## src/verilog/isaPkg.sv

```systemverilog
`default_nettype none

package isaPkg;

    typedef enum logic [3:0] {
        opOr     = 4'h0,
        opAnd    = 4'h1,
        opAdd    = 4'h2,
        opMul    = 4'h3,
        opRsv4   = 4'h4,
        opShl    = 4'h5,
        opLt     = 4'h6,
        opEq     = 4'h7,
        opGt     = 4'h8,
        opAndNot = 4'h9,
        opXor    = 4'hA,
        opSub    = 4'hB,
        opXnor   = 4'hC,
        opShr    = 4'hD,
        opNe     = 4'hE,
        opRsv15  = 4'hF
    } opcodeT;

    typedef struct packed {
        logic        spare;     // Overlaps the upper throw marker bit
        logic        kind;      // Swaps Y and the immediate
        logic        storing;
        logic        derefRhs;
        logic [3:0]  z;
        logic [3:0]  x;
        logic [3:0]  y;
        opcodeT      op;
        logic [11:0] imm;
    } opInsnT;

    typedef struct packed {
        logic [1:0]  marker;    // Both set for a throw
        logic [24:0] unused;
        logic [4:0]  vector;
    } throwInsnT;

    typedef union packed {
        opInsnT    opForm;
        throwInsnT throwForm;
    } insnT;

    localparam logic [3:0] zeroIndex = 4'd0;
    localparam logic [3:0] pcIndex   = 4'd15;   // Reads next PC, write means branch

endpackage

`default_nettype wire

```

## src/verilog/memMapPkg.sv

```systemverilog
`default_nettype none

package memMapPkg;

    // Word addresses
    localparam logic [31:0] resetVector  = 32'h0000_0040;
    localparam logic [31:0] vectorBase   = 32'h0000_0020;   // 32 entries
    localparam logic [31:0] trampAddr    = 32'h0000_0008;
    localparam logic [31:0] trapSaveAddr = 32'h0000_0001;

    // Core data side request, answered in the same cycle
    typedef struct packed {
        logic        strobe;
        logic        write;
        logic [31:0] addr;
        logic [31:0] wData;
    } dataReqT;

    // Host side request, honored only while halted
    typedef struct packed {
        logic        en;
        logic        write;
        logic [31:0] addr;
        logic [31:0] wData;
    } hostReqT;

endpackage

`default_nettype wire

```

## src/verilog/regFile.sv

```systemverilog
`timescale 1ns/1ps
`default_nettype none

module regFile import isaPkg::*; (
    input  logic        clk,
    input  logic        writeEn,
    input  logic [3:0]  indexZ,
    input  logic [3:0]  indexX,
    input  logic [3:0]  indexY,
    input  logic [31:0] writeZ,
    input  logic [31:0] nextPc,
    output logic [31:0] valueZ,
    output logic [31:0] valueX,
    output logic [31:0] valueY
);

    logic [31:0] regs [1:14];   // Only the real registers are stored

    function automatic logic [31:0] readReg(input logic [3:0]  index,
                                            input logic [31:0] stored,
                                            input logic [31:0] pc);
        if (index == zeroIndex)
            return '0;
        else if (index == pcIndex)
            return pc;
        else
            return stored;
    endfunction

    assign valueZ = readReg(indexZ, regs[indexZ], nextPc);
    assign valueX = readReg(indexX, regs[indexX], nextPc);
    assign valueY = readReg(indexY, regs[indexY], nextPc);

    always_ff @(posedge clk) begin
        if (writeEn && indexZ != zeroIndex && indexZ != pcIndex) begin
            regs[indexZ] <= writeZ;
        end
    end

endmodule

`default_nettype wire

```

## src/verilog/execUnit.sv

```systemverilog
`timescale 1ns/1ps
`default_nettype none

module execUnit import isaPkg::*; (
    input  logic        clk,
    input  logic        en,
    input  logic        swap,
    input  opcodeT      op,
    input  logic [31:0] x,
    input  logic [31:0] y,
    input  logic [31:0] imm,
    output logic [31:0] result
);

    logic [31:0] operand;
    logic [31:0] addend;
    logic [31:0] opValue;
    logic        reserved;

    assign operand = swap ? imm : y;
    assign addend  = swap ? y : imm;

    always_comb begin
        opValue  = '0;
        reserved = 1'b0;
        unique case (op)
            opOr:     opValue = x | operand;
            opAnd:    opValue = x & operand;
            opAdd:    opValue = x + operand;
            opMul:    opValue = x * operand;   // Low word only
            opShl:    opValue = x << operand;
            opLt:     opValue = {32{$signed(x) < $signed(operand)}};
            opEq:     opValue = {32{x == operand}};
            opGt:     opValue = {32{$signed(x) > $signed(operand)}};
            opAndNot: opValue = x & ~operand;
            opXor:    opValue = x ^ operand;
            opSub:    opValue = x - operand;
            opXnor:   opValue = x ~^ operand;
            opShr:    opValue = x >> operand;   // Logical
            opNe:     opValue = {32{x != operand}};
            opRsv4, opRsv15: begin
                reserved = 1'b1;   // No addend either
            end
        endcase
    end

    always_ff @(posedge clk) begin
        if (en) begin
            result <= reserved ? '0 : opValue + addend;
        end
    end

endmodule

`default_nettype wire

```

## src/verilog/cpuCore.sv

```systemverilog
`timescale 1ns/1ps
`default_nettype none

module cpuCore import isaPkg::*, memMapPkg::*; (
    input  logic        clk,
    input  logic        reset_n,
    input  logic        halt,
    input  logic        trap,
    output logic [31:0] iAddr,
    input  insnT        iData,
    output dataReqT     dataReq,
    input  logic [31:0] dIn
);

    typedef enum logic [3:0] {
        sIdle, s0, s1, s2, s3, s4, s5,
        sThrow, sTrap, sVecRead, sSaveRet, sSaveWr
    } stateT;

    stateT       state;
    stateT       nextState;
    opInsnT      opF;
    logic        isThrow;
    logic        loading;
    logic        branch;
    logic        regWrite;
    logic        execEn;
    logic [31:0] extImm;
    logic [31:0] execResult;
    logic [31:0] valueZ, valueX, valueY;
    logic [31:0] rhs;
    logic [31:0] rResult;   // Latched ALU result or return address
    logic [31:0] rData;
    logic [31:0] nextPc;
    logic [31:0] vAddr;     // Handler address for throw and trap

    // Decode through the union
    assign opF     = iData.opForm;
    assign isThrow = &iData.throwForm.marker;
    assign extImm  = {{20{opF.imm[11]}}, opF.imm};
    assign loading = opF.derefRhs && !opF.storing;
    assign branch  = opF.z == pcIndex && !opF.storing;
    assign rhs     = loading ? rData : rResult;

    always_comb begin
        nextState = state;
        case (state)
            sIdle:    nextState = halt ? sIdle : s5;
            s0: begin
                if (halt)
                    nextState = sIdle;
                else if (trap)
                    nextState = sTrap;
                else if (isThrow)
                    nextState = sThrow;
                else
                    nextState = s1;
            end
            s1:       nextState = s2;
            s2:       nextState = s3;   // Settling for the multiplier
            s3:       nextState = s4;
            s4:       nextState = s5;
            s5:       nextState = s0;
            sThrow:   nextState = sVecRead;
            sTrap:    nextState = sSaveRet;
            sVecRead: nextState = sSaveRet;
            sSaveRet: nextState = sSaveWr;
            sSaveWr:  nextState = s5;
            default:  nextState = sIdle;
        endcase
    end

    always_ff @(posedge clk) begin
        if (!reset_n)
            state <= sIdle;
        else
            state <= nextState;
    end

    always_ff @(posedge clk) begin
        case (state)
            sIdle:    iAddr   <= resetVector;
            s1:       rResult <= execResult;
            s3:       rData   <= dIn;
            s4:       iAddr   <= branch ? rhs : nextPc;
            s5:       nextPc  <= iAddr + 32'd1;
            sThrow:   rResult <= nextPc;   // Resume after the throw
            sVecRead: vAddr   <= dIn;
            sTrap: begin
                rResult <= iAddr;   // Rerun the preempted instruction
                vAddr   <= trampAddr;
            end
            sSaveWr:  iAddr   <= vAddr;
            default: ;
        endcase
    end

    always_comb begin
        dataReq = '0;
        case (state)
            s3: begin
                dataReq.strobe = loading || opF.storing;
                dataReq.write  = opF.storing;
                dataReq.addr   = (opF.storing && opF.derefRhs) ? valueZ : rResult;
                dataReq.wData  = (opF.storing && opF.derefRhs) ? rResult : valueZ;
            end
            sVecRead: begin
                dataReq.strobe = 1'b1;
                dataReq.addr   = vectorBase + 32'(iData.throwForm.vector);
            end
            sSaveWr: begin
                dataReq.strobe = 1'b1;
                dataReq.write  = 1'b1;
                dataReq.addr   = trapSaveAddr;
                dataReq.wData  = rResult;
            end
            default: ;
        endcase
    end

    assign execEn   = state == s0;
    assign regWrite = state == s4 && !opF.storing;

    execUnit execUnit_i (
        .clk    (clk),
        .en     (execEn),
        .swap   (opF.kind),
        .op     (opF.op),
        .x      (valueX),
        .y      (valueY),
        .imm    (extImm),
        .result (execResult)
    );

    regFile regFile_i (
        .clk     (clk),
        .writeEn (regWrite),
        .indexZ  (opF.z),
        .indexX  (opF.x),
        .indexY  (opF.y),
        .writeZ  (rhs),
        .nextPc  (nextPc),
        .valueZ  (valueZ),
        .valueX  (valueX),
        .valueY  (valueY)
    );

endmodule

`default_nettype wire

```

## config.mk

```make
export PLATFORM = sky130hd
export DESIGN_NAME = cpuCore
export DESIGN_NICKNAME = d
export VERILOG_FILES = /design/src/verilog/isaPkg.sv /design/src/verilog/memMapPkg.sv /design/src/verilog/regFile.sv /design/src/verilog/execUnit.sv /design/src/verilog/cpuCore.sv
export SDC_FILE = /design/constraint.sdc
export NUM_CORES = 2
export LEC_CHECK = 0
export BUFFER_PORTS_ARGS = -buffer_cell sky130_fd_sc_hd__buf_2
export CAP_MARGIN = 20
export CORE_UTILIZATION = 60
export DETAILED_ROUTE_END_ITERATION = 10
export PLACE_DENSITY = 0.75
export SETUP_SLACK_MARGIN = 0.2
export SYNTH_ARGS = -nofsm -noshare
export SYNTH_HDL_FRONTEND = slang
export SYNTH_SLANG_ARGS = --single-unit
```

## constraint.sdc

```tcl
create_clock -name clk -period 18.5 [get_ports clk]
set_input_delay 2.775 -clock clk [delete_from_list [all_inputs] [get_ports clk]]
set_output_delay 2.775 -clock clk [all_outputs]
set_load 0.01 [all_outputs]
```

==> impl_table.tex <==
\begin{tabular}{lr}
\hline
Metric & Value \\
\hline
\multicolumn{2}{l}{\textbf{Detailed routing}} \\
\quad DR iter-0 viols & around 9.9k \\
\quad Detail-routed net length per standard cell & 34.7 um \\
\quad Total wirelength of the detailed-routed design & 266000 um \\
\quad DR pass1 iterations & 7 \\
\quad Post-route ant nets & 0 \\
\quad Vias per std cell & about 7.3 \\
\quad Number of DRC violations after detailed routing & 0 \\
\quad Detailed-route via count & approximately 56k \\
\multicolumn{2}{l}{\textbf{Global routing}} \\
\quad Overflow left after global routing & 0 \\
\quad Maximum number of pins on one net before global-route repair & 93 \\
\quad Wire length of the first global-routing pass & 375000 um \\
\quad Initial antenna violation count & 25 \\
\quad Tot GR Track Use & 0.505 \\
\quad Via count of the first global-routing pass & 53.0k \\
\multicolumn{2}{l}{\textbf{Synthesis}} \\
\quad Yosys top cell by area & edfxtp\_1 \\
\quad Most numerous cell types in the synthesized netlist & nand2\_1, edfxtp\_1, nor2\_1, inv\_1, fa\_1 \\
\quad Synth Cell Area & between 60000 and 70000 um2 \\
\quad Top flip-flop cell by instance count after synthesis & edfxtp\_1 \\
\quad Flops \& latches, synth & roughly 640 \\
\quad Post-synthesis async set-or-reset flop share & 0 \\
\quad Most numerous cell in the Yosys netlist & nand2\_1 \\
\quad Fraction of synthesized cell area taken by the top area cell type & 0.312 \\
\quad Warnings from Yosys & 0 \\
\quad Post-Synthesis Net Count & 6997 \\
\quad Number of distinct library cell variants in the gate-level netlist after synthesis & between 100 and 150 \\
\quad Post-synth EDFFs & 640 \\
\quad Cell types occupying the most area after synthesis & edfxtp\_1, fa\_1, mux2i\_1 \\
\quad Sequential share of the synthesized area & 0.313 \\
\quad Average cell area after synthesis & between 9 and 10 um2 \\
\quad Gate count after technology mapping & 6268 \\
\multicolumn{2}{l}{\textbf{STA}} \\
\quad Min Tclk post-route & 14.80 ns \\
\quad Total setup violations reported at the end of the flow & 0 \\
\quad Final setup TNS & 0 ns \\
\quad F\_max & $\sim$68 MHz \\
\quad Measured slew at the worst slew-check pin & 1.31 ns \\
\quad Share of the clock period used by the worst path after layout & 0.800 \\
\quad Clock tree skew after final layout & 0.0356 ns \\
\quad Relative max-transition margin & 0.122 \\
\quad Final-report hold violation count & 0 \\
\quad Smallest hold slack & roughly 0.52 ns \\
\quad Number of max-slew violations in the final report & 0 \\
\quad Unrepaired setup endpoints after global routing & false \\
\multicolumn{2}{l}{\textbf{Clock tree}} \\
\quad Clock transition time at the flip-flop clock pins of the worst setup and hold paths & 0.07 ns \\
\quad Cts repair resizes & 0 \\
\quad Maximum level of the CTS H-tree & 2 \\
\quad Sink count of the clock tree & approximately 640 \\
\quad Clock Latency Late Sink & 0.68 ns \\
\quad Buffer depth of the longest clock path & 3 \\
\quad CTS root buf & clkbuf\_16 \\
\quad Count of hold-fix buffers inserted at cts & 0 \\
\quad Number of buffers inserted during clock tree synthesis & 59 \\
\quad Postcts setup bufs & 0 \\
\quad TritonCTS clock tree & built \\
\multicolumn{2}{l}{\textbf{Job}} \\
\quad Max-cap violations & 0 \\
\multicolumn{2}{l}{\textbf{Cells and area}} \\
\quad P\&R area growth vs syn & 6.76\% \\
\quad Share of post-route cells with drive strength above 1 & 0.126 \\
\quad Finished Core Util & 0.646 \\
\quad Net count, final & 6967 \\
\multicolumn{2}{l}{\textbf{Outcome}} \\
\quad Status & completed \\
\multicolumn{2}{l}{\textbf{Floorplan}} \\
\quad Die width & 323 um \\
\quad Die Outline Area & between 100000 and 150000 um2 \\
\quad Site row count & 117 \\
\quad Floorplan die height & 323 um \\
\quad Floorplan Core Area & slightly above 100000 um2 \\
\quad Top-level I/O count & 166 \\
\quad Starting density of the core & 0.605 \\
\multicolumn{2}{l}{\textbf{Worst setup path}} \\
\quad Nature of the critical path endpoint & flop \\
\quad Type of the worst setup path & input pin to flop \\
\quad Setup slack of the worst register-to-register path & 6.70 ns \\
\quad Highest net fanout along the worst path & 57 \\
\quad Critical Path AT & 15.22 ns \\
\quad Required time at the worst-slack endpoint & 18.92 ns \\
\quad CP startpoint kind & input pin \\
\quad Slowest library cell on the worst path & nand4\_1 \\
\quad Max incr delay on CP & 0.86 ns \\
\multicolumn{2}{l}{\textbf{Placed design}} \\
\quad Buffers on Ports & 165 \\
\quad Routability-driven placement congestion ratio & 1.08 \\
\quad HPWL Detailed & 191000 um \\
\multicolumn{2}{l}{\textbf{Hold path}} \\
\quad Path class of the lowest-slack min-delay path & flop to flop \\
\hline
\end{tabular}
[cell type report]
class	count	area, um2
clock inverter	41	359
tap	1368	1710
sequential	644	19300
inverter	608	2280
multi-input combinational	4576	38300
fill	8189	36100
antenna	11	27.5
clock buffer	71	1520
timing repair buffer	349	2350
[cell usage in the layout, fill, tap and decap left out, types with 17 or more instances in the layout]
master	netlist	layout
buf_2	41	159
ha_1	250	250
nand3_1	83	82
a21o_1	50	50
xnor2_1	118	118
o21a_1	25	25
clkinv_1	9	24
a211oi_1	68	68
and2_1	19	19
o31ai_1	59	57
xor2_1	52	52
o311ai_0	20	20
a22o_1	27	27
or3_1	22	21
nor2b_1	99	98
buf_4	26	176
o21bai_1	34	34
and3_1	19	18
mux2i_1	355	355
nor2_1	631	617
a21oi_1	294	290
o21ai_0	222	221
mux4_2	137	137
mux2_2	105	105
nand2b_1	35	34
o22ai_1	68	68
fa_1	411	411
a211o_1	17	17
clkbuf_16	0	59
nor3_1	62	49
a22oi_1	88	88
nand2_1	707	706
o211a_1	23	23
edfxtp_1	640	640
o211ai_1	66	66
a221oi_1	33	33
a2bb2oi_1	22	22
a31oi_1	55	53
inv_1	594	591
o221ai_1	52	52
[sequential cells by signal, summed over array words and instances, names as in the netlist]
register,count
regFile_i.regs,448
execUnit_i.result,32
iAddr,32
nextPc,32
rData,32
rResult,32
vAddr,32
state,4
[metal layers]
| metal | track usage | up-vias | wire length, um |
|---|---|---|---|
| li1 | - | 22300 | - |
| met4 | 0.294 | 34 | 19100 |
| met2 | 0.678 | 5243 | 105000 |
| met5 | 0 | - | 276 |
| met1 | 0.686 | 27200 | 96200 |
| met3 | 0.203 | 1168 | 45400 |
[stage by stage]
stage          worst slack (ns)  instances  instance area, um2
2_1_floorplan              4.87       6268               61700
3_3_place_gp               3.67       7539               63900
3_5_place_dp               3.53       7542               63900
4_1_cts                    4.15       7654               65800
5_1_grt                    3.26       7659               65800
6_report                   3.70       7668               65800
[final timing paths]
kind                    startpoint                    end  cells after the start
min reg2reg              vAddr[30]              iAddr[30]                      2
min                      vAddr[30]              iAddr[30]                      2
max                      iData[16]  execUnit_i.result[31]                     41
max reg2reg  regFile_i.regs[11][2]  execUnit_i.result[31]                     40
[worst max-delay path: cells and delay by family]
family	cells	cell delay [ns]
AND/OR/NAND/NOR	8	2.70
buffers and inverters	8	2.46
AO/OA/AOI/OAI	14	3.25
XOR/XNOR	1	0.22
adder cells (fa/ha/maj)	10	3.61
[kinds of logic (layout without fill, tap and decap cells)]
logic type	count (synthesis)	in the layout	synth area share
AOI/OAI and AO/OA	1398	1398	0.157
xor gates and xnor gates	178	178	0.0271
adders and majority gates	661	661	0.184
buffers and inverters	1048	1069	0.0714
DFF	644	644	0.313
muxes	598	598	0.127
other	0	11	0
and+or+nand+nor	1741	1741	0.121
Power is not shown: default switching activity piles up to over one toggle a cycle in this logic, so the estimate is an artifact.
